===== src/insn_macros.svh =====
`ifndef INSN_MACROS_SVH
`define INSN_MACROS_SVH

`define WORD_W      32  // data word
`define REG_ADDR_W  5   // 32 registers
`define OPCODE_W    7
`define COND_W      4   // cond code and flag mask
`define ALU_OP_W    8
`define MEM_OP_W    4

`define PC_REG      5'd31   // program counter
`define LR_REG      5'd29   // link register

// instruction word fields
`define F_OPCODE    31:25
`define F_COND      24:21
`define F_A         20:16
`define F_B         15:11
`define F_C         10:6
`define F_D         5:1
`define F_IMM_SEL   5:4     // overlaps d on purpose

`endif

===== src/isa_pkg.sv =====
`include "insn_macros.svh"

package isa_pkg;

    typedef enum logic [`OPCODE_W-1:0] {
        OP_NOP  = 7'd0,  OP_OR   = 7'd1,  OP_NOR  = 7'd2,  OP_AND  = 7'd3,
        OP_NAND = 7'd4,  OP_INV  = 7'd5,  OP_XOR  = 7'd6,  OP_LSL  = 7'd7,
        OP_LSR  = 7'd8,  OP_ASR  = 7'd9,  OP_ASL  = 7'd10, OP_CSR  = 7'd11,
        OP_CSL  = 7'd12, OP_ADD  = 7'd13, OP_SUB  = 7'd14, OP_MULL = 7'd15,
        OP_MULH = 7'd16, OP_MUL  = 7'd17, OP_CSG  = 7'd18, OP_INC  = 7'd19,
        OP_DEC  = 7'd20, OP_CMP  = 7'd21, OP_CMN  = 7'd22, OP_TST  = 7'd23,
        OP_BR   = 7'd24, OP_RBR  = 7'd25, OP_BRL  = 7'd26, OP_RET  = 7'd27,
        OP_LDR  = 7'd28, OP_STR  = 7'd29, OP_IN   = 7'd30, OP_OUT  = 7'd31,
        OP_MOVS = 7'd32, OP_MOV  = 7'd33
    } opcode_e;

    typedef enum logic [`ALU_OP_W-1:0] {
        ALU_NOP = 8'h00, ALU_ADD = 8'h01, ALU_SUB = 8'h02, ALU_CPL = 8'h03,
        ALU_MUL = 8'h04, ALU_SHR = 8'h05, ALU_SHL = 8'h06, ALU_SAR = 8'h07,
        ALU_SAL = 8'h08, ALU_ROR = 8'h09, ALU_ROL = 8'h0A, ALU_NOT = 8'h0B,
        ALU_AND = 8'h0C, ALU_OR  = 8'h0D, ALU_XOR = 8'h0E, ALU_NAND = 8'h0F,
        ALU_NOR = 8'h10
    } alu_op_e;

    typedef enum logic [`MEM_OP_W-1:0] {
        MEM_NOP   = 4'h0,   // clean nop
        MEM_PASS  = 4'h1,   // passthrough
        MEM_READ  = 4'h2,
        MEM_WRITE = 4'h5,
        MEM_SYS_RD = 4'h8,  // in
        MEM_SYS_WR = 4'hB   // out
    } mem_op_e;

    typedef enum logic [3:0] {
        WB_NONE = 4'h0, WB_ONE = 4'h1, WB_HIGH = 4'h4, WB_TWO = 4'h8
    } wb_op_e;

    typedef enum logic [1:0] {
        IMM_NONE = 2'd0, IMM_B = 2'd1, IMM_A = 2'd2, IMM_AB = 2'd3
    } imm_sel_e;

    typedef enum logic [1:0] {
        SRC_ZERO = 2'd0, SRC_REG = 2'd1, SRC_IMM = 2'd2, SRC_ONE = 2'd3
    } src_e;

endpackage


===== src/decode_pkg.sv =====
`include "insn_macros.svh"

package decode_pkg;

    typedef struct packed {
        isa_pkg::alu_op_e    alu_op;
        logic [`COND_W-1:0]  cond;
        logic [`COND_W-1:0]  write_flags;  // flag mask
        logic                is_cond;
    } exec_ctl_t;

    typedef struct packed {
        isa_pkg::mem_op_e r1_op;
        isa_pkg::mem_op_e r2_op;
    } mem_ctl_t;

    typedef struct packed {
        isa_pkg::wb_op_e         op;
        logic [`REG_ADDR_W-1:0]  a1;
        logic [`REG_ADDR_W-1:0]  a2;
    } reg_wb_t;

    typedef struct packed {
        logic [`REG_ADDR_W-1:0] r1_addr;
        logic [`REG_ADDR_W-1:0] r2_addr;
        logic [1:0]             read;  // bit0 r1, bit1 r2
    } reg_rd_t;

    typedef struct packed {
        exec_ctl_t       exec;
        mem_ctl_t        mem;
        reg_wb_t         wb;
        isa_pkg::src_e   src_a;
        isa_pkg::src_e   src_b;
        logic            to_mem;     // slot a feeds m_a1
        logic [1:0]      imm_count;  // words following insn
    } dec_ctl_t;

endpackage


===== src/insn_decoder.sv =====
`timescale 1ns/10ps
`include "insn_macros.svh"

module insn_decoder (
    input  logic                  clk,
    input  logic                  rst,
    input  logic [`WORD_W-1:0]    word,
    input  logic [`WORD_W-1:0]    r1,
    input  logic [`WORD_W-1:0]    r2,
    output decode_pkg::exec_ctl_t exec,
    output logic [`WORD_W-1:0]    e_a,
    output logic [`WORD_W-1:0]    e_b,
    output decode_pkg::mem_ctl_t  mem,
    output logic [`WORD_W-1:0]    m_a1,
    output decode_pkg::reg_wb_t   wb,
    output decode_pkg::reg_rd_t   rd,
    output logic                  d_pass
);

    decode_pkg::dec_ctl_t ctl;
    decode_pkg::reg_rd_t  rd_req;
    logic                 decode, imm1, imm2, issue;

    opcode_table opcode_table_inst (
        .word   (word),
        .ctl    (ctl),
        .rd_req (rd_req)
    );

    imm_sequencer imm_sequencer_inst (
        .clk       (clk),
        .rst       (rst),
        .imm_count (ctl.imm_count),
        .decode    (decode),
        .imm1      (imm1),
        .imm2      (imm2),
        .issue     (issue),
        .d_pass    (d_pass)
    );

    operand_stage operand_stage_inst (
        .clk (clk), .rst (rst),
        .decode (decode), .imm1 (imm1), .imm2 (imm2), .issue (issue),
        .word (word), .r1 (r1), .r2 (r2),
        .ctl_in (ctl), .rd_in (rd_req),
        .exec (exec), .e_a (e_a), .e_b (e_b),
        .mem (mem), .m_a1 (m_a1), .wb (wb), .rd (rd)
    );

endmodule


===== src/operand_stage.sv =====
`timescale 1ns/10ps
`include "insn_macros.svh"

module operand_stage (
    input  logic                   clk,
    input  logic                   rst,
    input  logic                   decode,
    input  logic                   imm1,
    input  logic                   imm2,
    input  logic                   issue,
    input  logic [`WORD_W-1:0]     word,
    input  logic [`WORD_W-1:0]     r1,
    input  logic [`WORD_W-1:0]     r2,
    input  decode_pkg::dec_ctl_t   ctl_in,
    input  decode_pkg::reg_rd_t    rd_in,
    output decode_pkg::exec_ctl_t  exec,
    output logic [`WORD_W-1:0]     e_a,
    output logic [`WORD_W-1:0]     e_b,
    output decode_pkg::mem_ctl_t   mem,
    output logic [`WORD_W-1:0]     m_a1,
    output decode_pkg::reg_wb_t    wb,
    output decode_pkg::reg_rd_t    rd
);

    decode_pkg::dec_ctl_t ctl_q;      // control of insn in flight
    logic [`WORD_W-1:0]   imm_q;      // first of two immediates
    logic [`WORD_W-1:0]   a_imm;
    logic [`WORD_W-1:0]   val_a;
    logic [`WORD_W-1:0]   val_b;

    assign a_imm = imm2 ? imm_q : word;   // k=2 gives held word to a

    always_comb begin
        case (ctl_q.src_a)
            isa_pkg::SRC_REG: val_a = r1;
            isa_pkg::SRC_IMM: val_a = a_imm;
            isa_pkg::SRC_ONE: val_a = `WORD_W'(1);
            default:          val_a = '0;
        endcase
        case (ctl_q.src_b)
            isa_pkg::SRC_REG: val_b = r2;
            isa_pkg::SRC_IMM: val_b = word;  // last imm word always to b
            isa_pkg::SRC_ONE: val_b = `WORD_W'(1);
            default:          val_b = '0;
        endcase
    end

    always_ff @(posedge clk) begin
        if (imm1 && ctl_q.imm_count == 2'd2)
            imm_q <= word;
    end

    always_ff @(posedge clk) begin
        if (rst) begin
            ctl_q <= '0;
            rd    <= '0;
            exec  <= '0;
            mem   <= '0;
            wb    <= '0;
            e_a   <= '0;
            e_b   <= '0;
            m_a1  <= '0;
        end else begin
            if (decode) begin
                ctl_q <= ctl_in;
                rd    <= rd_in;  // reg file answers during next cycle
            end
            if (issue) begin
                exec <= ctl_q.exec;
                mem  <= ctl_q.mem;
                wb   <= ctl_q.wb;
                e_a  <= ctl_q.to_mem ? '0 : val_a;
                m_a1 <= ctl_q.to_mem ? val_a : '0;
                e_b  <= val_b;
            end else begin       // bundle only for one cycle
                exec <= '0;
                mem  <= '0;
                wb   <= '0;
                e_a  <= '0;
                e_b  <= '0;
                m_a1 <= '0;
            end
        end
    end

    // memory ops take at most one immediate, for the address
    a_mem_one_imm: assert property (@(posedge clk) disable iff (rst)
        decode |-> !(ctl_in.to_mem && ctl_in.imm_count == 2'd2));

endmodule


===== src/imm_sequencer.sv =====
`timescale 1ns/10ps

module imm_sequencer (
    input  logic       clk,
    input  logic       rst,
    input  logic [1:0] imm_count,
    output logic       decode,
    output logic       imm1,
    output logic       imm2,
    output logic       issue,
    output logic       d_pass
);

    localparam logic [1:0] S_INSN = 2'd0;
    localparam logic [1:0] S_IMM1 = 2'd1;
    localparam logic [1:0] S_IMM2 = 2'd2;

    logic [1:0] state;
    logic [1:0] cnt_q;    // imm count of insn in flight
    logic       pend;     // k<2 insn issues next edge

    assign decode = (state == S_INSN);
    assign imm1   = (state == S_IMM1);
    assign imm2   = (state == S_IMM2);
    assign issue  = pend | imm2;

    always_ff @(posedge clk) begin
        if (rst) begin
            state  <= S_INSN;
            cnt_q  <= 2'd0;
            pend   <= 1'b0;
            d_pass <= 1'b0;
        end else begin
            d_pass <= issue;
            pend   <= decode && (imm_count < 2'd2);
            case (state)
                S_INSN: begin
                    cnt_q <= imm_count;
                    state <= (imm_count == 2'd0) ? S_INSN : S_IMM1;
                end
                S_IMM1: state <= (cnt_q == 2'd2) ? S_IMM2 : S_INSN;
                default: state <= S_INSN;  // after imm2
            endcase
        end
    end

    // fsm never reaches encoding 3
    a_state_legal: assert property (@(posedge clk) disable iff (rst) state != 2'd3);

endmodule


===== src/opcode_table.sv =====
`timescale 1ns/10ps
`include "insn_macros.svh"

module opcode_table (
    input  logic [`WORD_W-1:0]   word,
    output decode_pkg::dec_ctl_t ctl,
    output decode_pkg::reg_rd_t  rd_req
);

    logic [`OPCODE_W-1:0]   opc;
    logic [`REG_ADDR_W-1:0] fa, fb, fc, fd;
    logic [1:0]             imm_raw;
    logic [1:0]             imm_sel;
    logic [1:0]             rd_mask;
    logic                   one_b;
    logic                   single;   // single operand, kills imm to b
    logic                   no_imm;   // mul, ret, mov

    assign opc     = word[`F_OPCODE];
    assign fa      = word[`F_A];
    assign fb      = word[`F_B];
    assign fc      = word[`F_C];
    assign fd      = word[`F_D];
    assign imm_raw = word[`F_IMM_SEL];

    always_comb begin
        ctl                  = '0;
        rd_req               = '0;
        one_b                = 1'b0;
        single               = 1'b0;
        no_imm               = 1'b0;
        rd_mask              = 2'b11;  // most ops read a and b
        ctl.exec.cond        = word[`F_COND];
        ctl.exec.is_cond     = 1'b1;
        ctl.mem.r1_op        = isa_pkg::MEM_PASS;
        ctl.mem.r2_op        = isa_pkg::MEM_PASS;
        ctl.wb.op            = isa_pkg::WB_ONE;
        ctl.wb.a1            = fc;
        rd_req.r1_addr       = fa;
        rd_req.r2_addr       = fb;
        case (isa_pkg::opcode_e'(opc))
            isa_pkg::OP_OR:   ctl.exec.alu_op = isa_pkg::ALU_OR;
            isa_pkg::OP_NOR:  ctl.exec.alu_op = isa_pkg::ALU_NOR;
            isa_pkg::OP_AND:  ctl.exec.alu_op = isa_pkg::ALU_AND;
            isa_pkg::OP_NAND: ctl.exec.alu_op = isa_pkg::ALU_NAND;
            isa_pkg::OP_XOR:  ctl.exec.alu_op = isa_pkg::ALU_XOR;
            isa_pkg::OP_LSL:  ctl.exec.alu_op = isa_pkg::ALU_SHL;
            isa_pkg::OP_LSR:  ctl.exec.alu_op = isa_pkg::ALU_SHR;
            isa_pkg::OP_ASR:  ctl.exec.alu_op = isa_pkg::ALU_SAR;
            isa_pkg::OP_ASL:  ctl.exec.alu_op = isa_pkg::ALU_SAL;
            isa_pkg::OP_CSR:  ctl.exec.alu_op = isa_pkg::ALU_ROR;
            isa_pkg::OP_CSL:  ctl.exec.alu_op = isa_pkg::ALU_ROL;
            isa_pkg::OP_ADD,
            isa_pkg::OP_MULL: ctl.exec.alu_op = (opc == 7'd13) ? isa_pkg::ALU_ADD
                                                                : isa_pkg::ALU_MUL;
            isa_pkg::OP_SUB:  ctl.exec.alu_op = isa_pkg::ALU_SUB;
            isa_pkg::OP_MULH: begin
                ctl.exec.alu_op = isa_pkg::ALU_MUL;
                ctl.wb.op       = isa_pkg::WB_HIGH;  // upper half to c
            end
            isa_pkg::OP_MUL, isa_pkg::OP_MOV: begin
                ctl.exec.alu_op = (opc == 7'd17) ? isa_pkg::ALU_MUL : isa_pkg::ALU_NOP;
                ctl.wb.op       = isa_pkg::WB_TWO;   // c and d
                ctl.wb.a2       = fd;
                no_imm          = 1'b1;
            end
            isa_pkg::OP_INV, isa_pkg::OP_CSG, isa_pkg::OP_MOVS: begin
                ctl.exec.alu_op = (opc == 7'd5)  ? isa_pkg::ALU_NOT :
                                  (opc == 7'd18) ? isa_pkg::ALU_CPL : isa_pkg::ALU_NOP;
                rd_mask         = 2'b01;
                single          = 1'b1;
            end
            isa_pkg::OP_INC, isa_pkg::OP_DEC: begin
                ctl.exec.alu_op = (opc == 7'd19) ? isa_pkg::ALU_ADD : isa_pkg::ALU_SUB;
                rd_mask         = 2'b01;
                single          = 1'b1;
                one_b           = 1'b1;              // b forced to 1
            end
            isa_pkg::OP_CMP, isa_pkg::OP_CMN, isa_pkg::OP_TST: begin
                ctl.exec.alu_op = (opc == 7'd21) ? isa_pkg::ALU_SUB :
                                  (opc == 7'd22) ? isa_pkg::ALU_ADD : isa_pkg::ALU_AND;
                ctl.wb          = '0;                // flags only
            end
            isa_pkg::OP_BR, isa_pkg::OP_RET: begin
                ctl.wb.a1       = `PC_REG;
                rd_mask         = 2'b01;
                single          = 1'b1;
                no_imm          = (opc == 7'd27);
                rd_req.r1_addr  = (opc == 7'd27) ? `LR_REG : fa;
            end
            isa_pkg::OP_RBR: begin
                ctl.exec.alu_op = isa_pkg::ALU_ADD;  // pc + a
                ctl.wb.a1       = `PC_REG;
                rd_req.r1_addr  = `PC_REG;
                rd_req.r2_addr  = fa;
                single          = 1'b1;
            end
            isa_pkg::OP_BRL: begin
                ctl.wb.op       = isa_pkg::WB_TWO;   // pc and lr
                ctl.wb.a1       = `PC_REG;
                ctl.wb.a2       = `LR_REG;
                rd_req.r2_addr  = `PC_REG;           // old pc for link
                single          = 1'b1;
            end
            isa_pkg::OP_LDR, isa_pkg::OP_IN: begin
                ctl.mem.r1_op   = (opc == 7'd28) ? isa_pkg::MEM_READ : isa_pkg::MEM_SYS_RD;
                ctl.to_mem      = 1'b1;
                rd_mask         = 2'b01;
                single          = 1'b1;
            end
            isa_pkg::OP_STR, isa_pkg::OP_OUT: begin
                ctl.mem.r2_op   = (opc == 7'd29) ? isa_pkg::MEM_WRITE : isa_pkg::MEM_SYS_WR;
                ctl.wb          = '0;
                ctl.to_mem      = 1'b1;
                single          = 1'b1;
            end
            default: begin                           // nop and unknown
                ctl.exec     = '0;
                ctl.mem      = '0;
                ctl.wb       = '0;
                rd_req       = '0;
                rd_mask      = 2'b00;
                no_imm       = 1'b1;
            end
        endcase
        // flag mask for logic, shift and arithmetic ops
        ctl.exec.write_flags = (opc <= 7'd23 && opc != 7'd0) ? 4'hF : 4'h0;

        imm_sel = imm_raw;
        if (single)
            imm_sel[0] = 1'b0;                       // drop imm to b
        if (no_imm)
            imm_sel = isa_pkg::IMM_NONE;
        rd_req.read   = rd_mask & ~{imm_sel[0], imm_sel[1]};  // imm slot not read
        ctl.imm_count = {1'b0, imm_sel[0]} + {1'b0, imm_sel[1]};
        ctl.src_a = imm_sel[1]     ? isa_pkg::SRC_IMM :
                    rd_req.read[0] ? isa_pkg::SRC_REG : isa_pkg::SRC_ZERO;
        ctl.src_b = one_b          ? isa_pkg::SRC_ONE :
                    imm_sel[0]     ? isa_pkg::SRC_IMM :
                    rd_req.read[1] ? isa_pkg::SRC_REG : isa_pkg::SRC_ZERO;
    end

endmodule


===== config.mk =====
export PLATFORM = sky130hd
export DESIGN_NAME = insn_decoder
export DESIGN_NICKNAME = d
export VERILOG_FILES = /design/src/isa_pkg.sv /design/src/decode_pkg.sv /design/src/insn_decoder.sv /design/src/operand_stage.sv /design/src/imm_sequencer.sv /design/src/opcode_table.sv
export VERILOG_INCLUDE_DIRS = /design/src
export SDC_FILE = /design/constraint.sdc
export NUM_CORES = 1
export LEC_CHECK = 0
export BUFFER_PORTS_ARGS = -buffer_cell sky130_fd_sc_hd__buf_2
export CAP_MARGIN = 20
export CORE_ASPECT_RATIO = 0.9
export CORE_MARGIN = 1
export CORE_UTILIZATION = 51
export DETAILED_ROUTE_END_ITERATION = 16
export PLACE_DENSITY = 0.79
export SLEW_MARGIN = 20
export SYNTH_ARGS = -nofsm -noshare
export SYNTH_HDL_FRONTEND = slang
export SYNTH_SLANG_ARGS = --single-unit

===== constraint.sdc =====
create_clock -name clk -period 4.9 [get_ports clk]
set_clock_uncertainty 0.15 [all_clocks]
set_input_delay 0.245 -clock clk [delete_from_list [all_inputs] [get_ports clk]]
set_output_delay 0.245 -clock clk [all_outputs]
set_load 0.1 [all_outputs]

# ---- Word-level counts from Yosys, hierarchy flattened
# Cells that the tools add are included.
dict set report totals {
  reg_bits 229
  in_bits 98
  out_inout_bits 148
  elab_cells 151
}
dict set report op_classes {
  add_sub_neg 1
  n_lt_le_gt_ge 2
  eq_ne 42
  n_mux 38
  bitwise_logic 5
  n_reduce_logical 31
}
# operator count
set ops {}
lappend ops {{case mux 32 bit (3 select lines)} 2}
lappend ops {{case mux 8 bit (19 select lines)} 1}
lappend ops {{== test 7 x 5 -> 1 bit (second input constant)} 16}
lappend ops {{OR reduction 31 bit} 3}
lappend ops {{OR reduction 24 bit} 3}
lappend ops {{== test 7 x 4 -> 1 bit (second input constant)} 8}
lappend ops {{OR reduction 33 bit} 1}
lappend ops {{two-way mux 32 bit} 1}
lappend ops {{case mux 5 bit (3 select lines)} 2}
lappend ops {{OR reduction 30 bit} 1}
lappend ops {{OR reduction 29 bit} 1}
lappend ops {{== test 7 x 3 -> 1 bit (second input constant)} 4}
lappend ops {{case mux 5 bit (2 select lines)} 2}
lappend ops {{two-way mux 4 bit} 4}
lappend ops {{two-way mux 8 bit} 2}
lappend ops {{case mux 4 bit (2 select lines)} 2}
lappend ops {{OR reduction 3 bit} 5}
lappend ops {{== test 7 x 2 -> 1 bit (second input constant)} 2}
lappend ops {{== test 7 x 6 -> 1 bit (second input constant)} 2}
lappend ops {{two-way mux 2 bit} 7}
lappend ops {{OR reduction 2 bit} 7}
lappend ops {{OR reduction 13 bit} 1}
lappend ops {{== test 2 bit (second input constant)} 6}
lappend ops {{case mux 4 bit (3 select lines)} 1}
lappend ops {{20 further kinds} 35}

# ---- Logic depth before layout (Yosys ltp)
# Gate-level depths: netlist of run 1.
dict set report depth {
  word_depth 10
  ltp_mapped 9
  depth_no_buf 6
}

# ---- Modules after synthesis
# A second synthesis of run 1 with hierarchy kept.
dict set report hier_totals {
  cells_unflattened 859
  area_unflattened_um2 9192.6
}
# module n_inst cells_each area_per_inst_um2 seq_area_each_um2
set modules_own_cells {}
lappend modules_own_cells {operand_stage 1 626 7671.1 4824.6}
lappend modules_own_cells {opcode_table 1 207 1288.7 0.0}
lappend modules_own_cells {imm_sequencer 1 26 232.7 120.1}

# ---- Least setup slack after synthesis of run 1
# OpenSTA, ideal clock, no wires.
dict set report synth_path {
  path_type {flip-flop to flip-flop}
  startpoint {reg imm_sequencer_inst.state[0]}
  endpoint {reg operand_stage_inst.imm_q[0] (enable)}
  setup_time_ns 0.505
  arrival_ns 3.584
  t_required_ns 4.245
  slack_ns 0.662
  path_stages_with_launch 2
  n_path_buf 0
  period_less_slack_ns 4.238
  cell_sequence {dfxtp_1 > nor4bb_1}
}
dict set report synth_between {
  elab_chain_cells 2
}
# item line_no
set synth_lines {}
lappend synth_lines {{start: declaration} imm_sequencer.sv:18} ;# logic [1:0] state;
lappend synth_lines {{start signal: assignment} imm_sequencer.sv:39} ;# state <= (imm_count == 2'd0) ? S_INSN : S_IMM1;
lappend synth_lines {{start signal: assignment} imm_sequencer.sv:41} ;# S_IMM1: state <= (cnt_q == 2'd2) ? S_IMM2 : S_INSN;
lappend synth_lines {{== test 2 x 1 -> 1 bit} imm_sequencer.sv:23} ;# assign imm1 = (state == S_IMM1);
lappend synth_lines {{logical AND 1 bit} operand_stage.sv:49} ;# if (imm1 && ctl_q.imm_count == 2'd2)
lappend synth_lines {{end signal: assignment} operand_stage.sv:50} ;# imm_q <= word;
lappend synth_lines {{end: declaration} operand_stage.sv:26} ;# logic [`WORD_W-1:0] imm_q;
# No other way between the ends.
# A chain may end at the register's enable or synchronous reset.

# ---- Final worst setup path of run 1
dict set report layout_path {
  startpoint {reg imm_sequencer_inst.state[1]}
  endpoint {reg operand_stage_inst.m_a1[0]}
}
dict set report layout_between {
  elab_chain_cells 4
  elab_cells_between_ends 6
  cone_classes {eq/ne: 1; mux: 2; bitwise: 2; reduce/logical: 1}
}
# item line_no
set layout_lines {}
lappend layout_lines {{== test 2 bit *} imm_sequencer.sv:24} ;# assign imm2 = (state == S_IMM2);
lappend layout_lines {{OR 1 bit} imm_sequencer.sv:25} ;# assign issue = pend | imm2;
lappend layout_lines {{NOT 1 bit (no source line)} --}
lappend layout_lines {{OR reduction 3 bit (no source line)} --}
lappend layout_lines {{end signal: assignment} operand_stage.sv:73} ;# m_a1 <= ctl_q.to_mem ? val_a : '0;
lappend layout_lines {{end: declaration} operand_stage.sv:20} ;# output logic [`WORD_W-1:0] m_a1,
# Every way passes the cells marked *; elsewhere a longest branch is shown, timed or not.

==> results of run 1 <==
[final cells by class]
cell class                      instances  area (um^2)  share of cell area [%]
Sequential cell                       210         4524                   41.52
Multi-Input combinational cell        508         3169                   29.08
Timing Repair Buffer                  350         2280                   20.92
Clock buffer                           31        593.1                   5.442
Tap cell                              202        252.7                   2.319
Clock inverter                          6        60.06                  0.5511
Inverter                                5        18.77                  0.1722
[state kept, by name, summed over array words and instances (netlist names)]
signal                     count
imm_sequencer_inst.d_pass      1
imm_sequencer_inst.pend        1
imm_sequencer_inst.state       2
operand_stage_inst.ctl_q      37
operand_stage_inst.e_a        32
operand_stage_inst.e_b        32
operand_stage_inst.exec       11
operand_stage_inst.imm_q      32
operand_stage_inst.m_a1       32
operand_stage_inst.mem         6
operand_stage_inst.rd         11
operand_stage_inst.wb         13
[power breakdown]
part | total, mW | switching [mW] | internal [mW]
clock | 1.53 | 0.642 | 0.893
sequential | 1.80 | 0.0153 | 1.78
combinational | 0.570 | 0.392 | 0.178
total | 3.90 | 1.05 | 2.85
[per-layer routing]
| layer | global-route usage, % | share of wire, % |
|---|---|---|
| met1 | 38.56 | 39 |
| met2 | 52.82 | 48 |
| met3 | 5.556 | 8.2 |
| met4 | 13.69 | 4.2 |
| met5 | 0 | 0 |
[synth_stat cells, types with 5 or more instances]
library cell and instances:
a211oi_1 9, a21oi_1 31, a22o_1 7, a22oi_1 63, and2_1 31, buf_2 8
buf_4 16, clkbuf_1 36, dfxtp_1 178, edfxtp_1 32, inv_1 5, mux2_2 28
nand2_1 33, nand2b_1 9, nand3_1 9, nand3b_1 5, nor2_1 142, nor2b_1 12
nor3_1 15, nor4_1 6, o21ai_0 20, o31ai_1 5, or2_2 5, or3_1 5
[critical path: cells and delay by family (launching register included)]
| family | cells | cell delay [ps] |
|---|---|---|
| simple gates | 5 | 1850 |
| buf+inv | 1 | 790 |
| flops | 1 | 450 |
[stage by stage]
stage	setup slack [ps]	total power, mW	utilization, %	instance area, um^2
after floorplan	661.8	2.194	-	8021
after global placement	1466	2.319	59.94	9223
after detailed placement	1756	2.322	59.96	9226
after CTS	1675	3.899	70.78	10890
after global routing	1245	4.024	70.82	10900
final	1491	3.902	70.82	10900
[cell families (layout without fill, tap and decap cells)]
kind of cell,after synthesis,after routing
xor gates and xnor gates,1,1
other,1,5
AOI/OAI and AO/OA,170,170
and+or+nand+nor,301,301
buffers and inverters,71,392
DFF,210,210
muxes,31,31
[path summary, 6_finish.rpt]
kind	from	to	slack, ps	depth (start not counted)
setup reg to reg	imm_sequencer_inst.state[1]$_SDFF_PP0_	operand_stage_inst.m_a1[0]$_SDFF_PP0_	1490	6
hold reg to reg	operand_stage_inst.ctl_q[41]$_SDFFE_PP0P_	operand_stage_inst.ctl_q[41]$_SDFFE_PP0P_	290	2
setup / recovery	imm_sequencer_inst.state[1]$_SDFF_PP0_	operand_stage_inst.m_a1[0]$_SDFF_PP0_	1490	6
hold / removal	word[30]	operand_stage_inst.imm_q[30]$_DFFE_PP_	20	1
==> impl_metrics.toml, run 1 <==
[sta]
rsz0062_at_grt = "no"
drv_slew = 0
finalSetupTns_ps = 0
period_needed_ps = 3409
fmax_ghz = 0.2933
min_period_over_period_pct = 69.58
setup_viol = 0
holdWs_ps = 17.93
max_slew_margin_pct = 33.16
hold_viol = 0
tightest_slew_ps = 998.8

[detailed_routing]
dr.pass1.iters = 5
drt_wl_total_um = 25510
avgRoutedWirePerCell_um = 19.44
ant_nets = 0
drtIter0Drc = 699
drc = 0
avgViaCountPerCell = 5.566
vias = 7303

[run]
maxCapViolCount = 0

[logic_synthesis]
syn_area_um2 = 8006
synth_cell_type_count = 70
synth_top_area_cell = "dfxtp_1"
synth.area.top_cells = "dfxtp_1, edfxtp_1, nor2_1"
synth-simple-area-share_pct = 19.24
synth_top_area_share_pct = 44.51
synth-compound-area-share_pct = 15.21
synth_area_per_cell_um2 = 10.20
synth_fa_ha_area_share_pct = 0
synth_edf_count = 32
synthCells = 785
synthMuxAreaShare_pct = 4.313
ys.flop_type = "dfxtp_1"
synth-warning-count = 0
seq_area_frac_synth_pct = 56.51
synth_xor_area_share_pct = 0.1094
synth_top_family_by_area = "simple AND/OR/NAND/NOR gates"
ys_async_sr_fraction_pct = 0
synth_seq_cells = 210

[cells_and_area]
fin_cells = 1312
fill_cells = 1087
final_nets = 1194
area_growth_pct = 36.12
final_common_cell = "buf_2"
final_layout_size_suffix_gt1_share_pct = 31.71
layout_common_cells = "buf_2, dfxtp_1, nor2_1"
antenna_cells = 0

[die]
die_height_um = 120.9
core_um2 = 15390
placementRows = 43
initial_core_util_pct = 52.03
io_pins = 246
die_w_um = 134.1
dieArea_um2 = 16200

[critical_path]
worstPathRequired_ps = 5130
crit_path_end_kind = "flip-flop"
cp-start-kind = "flip-flop"
crit_chain = "nor2b_4 -> nor2_1 -> or2_2 -> inv_1 -> nand2_2 -> nor3_1"
cp_data_arrival_time_ps = 3640
crit_path_max_incr_delay_ps = 790
path_max_fanout = 33
slowest_stage = "inv_1"
path_class = "flip-flop to flip-flop"

[clock_network]
clk_pin_slew_ps = 60
clock-sinks = 210
cts_resized = 0
cts_tree = "built"
h-tree-depth = 1
cts-root-buf = "clkbuf_16"
insertion_delay_ps = 500
cts_hold_buf = 101
postCtsSetupBuffers = 0
cts_buffer_depth = 3
cts_buffers = 21

[global_route]
antenna_found_initial = 0
gr-total-overflow = 0
grt_pass1_vias = 7175
grt_max_degree = 41
grt_pass1_wl_um = 38610
grt_use_total_pct = 31.03

[worst_hold_path]
hp-class = "primary input to flip-flop"

[placed_design]
port_buffers = 240
dp_hpwl_um = 15730
gp_congestion = 0.8881
dp_cells = 1173

[power]
peakVddDrop_mv = 0.2592
leakage_nw = 4.604
power_density_nw_per_um2 = 358.1

[run_status]
status = "complete, no violations"
Power figures use the tool's default switching activity.
==> run 2, diff against run 1 <==
- ABC_AREA: default -> 1
- CORE_UTILIZATION: 51 -> 46
- PLACE_DENSITY: 0.79 -> 0.76
- clock period: 4.9 -> 2.9 ns (I/O delays scaled with it)
==> run 2 against run 1 <==
Against the previous run: total power is 81% higher; maximum frequency up 28%; largest power group unchanged; hold slack got worse by 1.2 ps; critical path type unchanged.
==> impl_metrics.toml, run 2 <==
[sta]
min_period_over_period_pct = 91.56
setup_viol = 0
drv_slew = 0
fmax_ghz = 0.3766
rsz0062_at_grt = "no"
fin_ws_ps = 244.8
finalSetupTns_ps = 0
tightest_slew_ps = 928.6
period_needed_ps = 2655
hold_viol = 0
max_slew_margin_pct = 38.02

[logic_synthesis]
synth_top_area_cell = "dfxtp_1"
synth-warning-count = 0
synth_top_area_share_pct = 43.86
synth_cell_type_count = 33
synthCells = 999
seq_area_frac_synth_pct = 55.69
synth_edf_count = 32
ys_async_sr_fraction_pct = 0
yosysMostFrequentCell = "dfxtp_1"
synth_area_per_cell_um2 = 8.132
synth_common_cells = "dfxtp_1, nand2_1, nor2_1"
synth_seq_cells = 210
syn_area_um2 = 8124
ys.flop_type = "dfxtp_1"
synth.area.top_cells = "dfxtp_1, edfxtp_1, nand2_1"

[detailed_routing]
drtIter0Drc = 532
avgRoutedWirePerCell_um = 17.58
ant_nets = 0
vias = 8212
dr.pass1.iters = 5
drc = 0
avgViaCountPerCell = 5.197
drt_wl_total_um = 27780

[clock_network]
cts-root-buf = "clkbuf_16"
insertion_delay_ps = 510
h-tree-depth = 1
clock-sinks = 210
clk_pin_slew_ps = 60
cts_buffer_depth = 3
postCtsSetupBuffers = 0
cts_tree = "built"
cts_buffers = 22

[cells_and_area]
fin_area_um2 = 11250
final_common_cell = "buf_2"
layout_common_cells = "buf_2, dfxtp_1, nand2_1"
area_growth_pct = 38.53
fill_cells = 1377
final_nets = 1421
final_layout_size_suffix_gt1_share_pct = 25.32
utilization_pct = 65.97
top_register = "operand_stage_inst.ctl_q"
largest_reg_flops = 37

[global_route]
antenna_found_initial = 3
grt_use_total_pct = 29.66
grt_max_degree = 64
grt_pass1_vias = 7884
grtUsageMet1_pct = 36.05
gr-total-overflow = 0
top_usage_layer = "met2"
grt_util_met3_pct = 5.304
met2_usage_pct = 49.71
grt_pass1_wl_um = 41720

[critical_path]
cpMostUsedCell = "a21oi_1"
worstPathRequired_ps = 3140
cp_data_arrival_time_ps = 2900
crit_path_max_incr_delay_ps = 600
critical-path-top-delay-family = "buffers and inverters"
cp-start-kind = "flip-flop"
path_buf_inv = 3
crit_chain = "inv_1 -> nor2_4 -> clkinvlp_4 -> o21ai_0 -> a21oi_1 -> a21oi_1 -> dlygate4sd3_1 -> nor2_1"
path_class = "flip-flop to flip-flop"
crit_path_end_kind = "flip-flop"
slowest_stage = "dlygate4sd3_1"
path_max_fanout = 17

[power]
pwr-share-comb_pct = 15.5
peakVddDrop_mv = 0.4189
power_frac_seq_pct = 43.5
intPower_mw = 5.060
power.share.clock_pct = 41.0
power_density_nw_per_um2 = 627.2
swShare_pct = 28.32
leakage_nw = 5.129
p_sw_mw = 1.999

[placed_design]
dp_hpwl_um = 18350
dp_slack_ps = 503.0
port_buffers = 240
gp_congestion = 0.8998
post_dp_cell_area_um2 = 9433

[run_status]
status = "complete, no violations"

[die]
dieArea_um2 = 18200
io_pins = 246
core_um2 = 17060
placementRows = 45
initial_core_util_pct = 47.62
die_height_um = 128.1
die_w_um = 142.1

[worst_hold_path]
hp-class = "primary input to flip-flop"

[run]
maxCapViolCount = 0
[run 2: cell types whose count changed after synthesis, sizes merged, moves of 42 or more]
cell,previous run,this run
nand3,9,54
a22oi,63,16
nand2,34,169
inv,5,90
o21ai,23,65
a21oi,33,115
[run 2: power groups by stage]
| stage | sequential, mW | combinational, mW | clock, mW |
|---|---|---|---|
| after global routing | 3.08 | 1.16 | 3.02 |
| after floorplan | 3.43 | 0.409 | 0 |
| after CTS | 3.07 | 1.07 | 2.90 |
| after detailed placement | 3.13 | 0.955 | 0 |
| after global placement | 3.13 | 0.951 | 0 |
| final | 3.07 | 1.09 | 2.89 |
[run 2: path summary, 6_finish.rpt]
kind / startpoint / endpoint / slack (ps) / cells after the start
worst max-delay path: imm_sequencer_inst.state[1]$_SDFF_PP0_ / operand_stage_inst.m_a1[5]$_SDFF_PP0_ / 240 / 8
worst min-delay path: rst / imm_sequencer_inst.pend$_SDFF_PP0_ / 20 / 3
worst max register to register: imm_sequencer_inst.state[1]$_SDFF_PP0_ / operand_stage_inst.m_a1[5]$_SDFF_PP0_ / 240 / 8
worst min register to register: operand_stage_inst.ctl_q[35]$_SDFFE_PP0P_ / operand_stage_inst.exec[6]$_SDFF_PP0_ / 270 / 2
[run 2: logic make-up after synthesis]
kind of cell	synth area share (%)
AOI/OAI and AO/OA	13.57
buffers and inverters	8.163
DFF	55.69
other	0.04616
and+or+nand+nor	22.53
[run 2: area by class of cell]
cell class              count  area (um^2)  area share, %
well taps                 235        294.0          2.613
multi-input cells         641         2983          26.50
repair inverters            1        5.005        0.04447
inverters                  92        349.1          3.102
flip-flops and latches    210         4524          40.20
repair buffers            355         2322          20.63
clock buffers              31        678.2          6.026
clock inverters             9        83.83         0.7449
diodes                      6        15.01         0.1334
[run 2: worst register-to-register path, delay by kind of cell (launching register included)]
family / cells / cell delay [ps]
buffers and inverters: 3 / 1080
AO/OA/AOI/OAI: 3 / 480
AND/OR/NAND/NOR: 2 / 390
flip-flops: 1 / 430
[run 2: metrics by stage]
step / std cells / hold slack, ps / power, mW
6_report: 1580 / 16.71 / 7.059
2_1_floorplan: 1003 / 93.87 / 3.836
4_1_cts: 1573 / 7.339 / 7.041
5_1_grt: 1577 / 43.51 / 7.256
3_5_place_dp: 1430 / 206.6 / 4.088
3_3_place_gp: 1430 / 201.6 / 4.082
[run 2: repair_timing]
| item | in CTS | in global routing |
|---|---|---|
| hold buffers | 103 | 0 |
| gates resized for setup | 0 | 2 |
| setup endpoints to repair | 0 | 3 |
| endpoints found under the hold margin | 158 | 0 |
[run 2: metal layers]
metal | wire length, um | vias to the layer above | share of wire (%)
li1 | - | 3865 | -
met1 | 11260 | 3816 | 41
met2 | 12980 | 416 | 47
met3 | 1980 | 115 | 7.1
met4 | 1567 | 0 | 5.6
met5 | 0 | - | 0
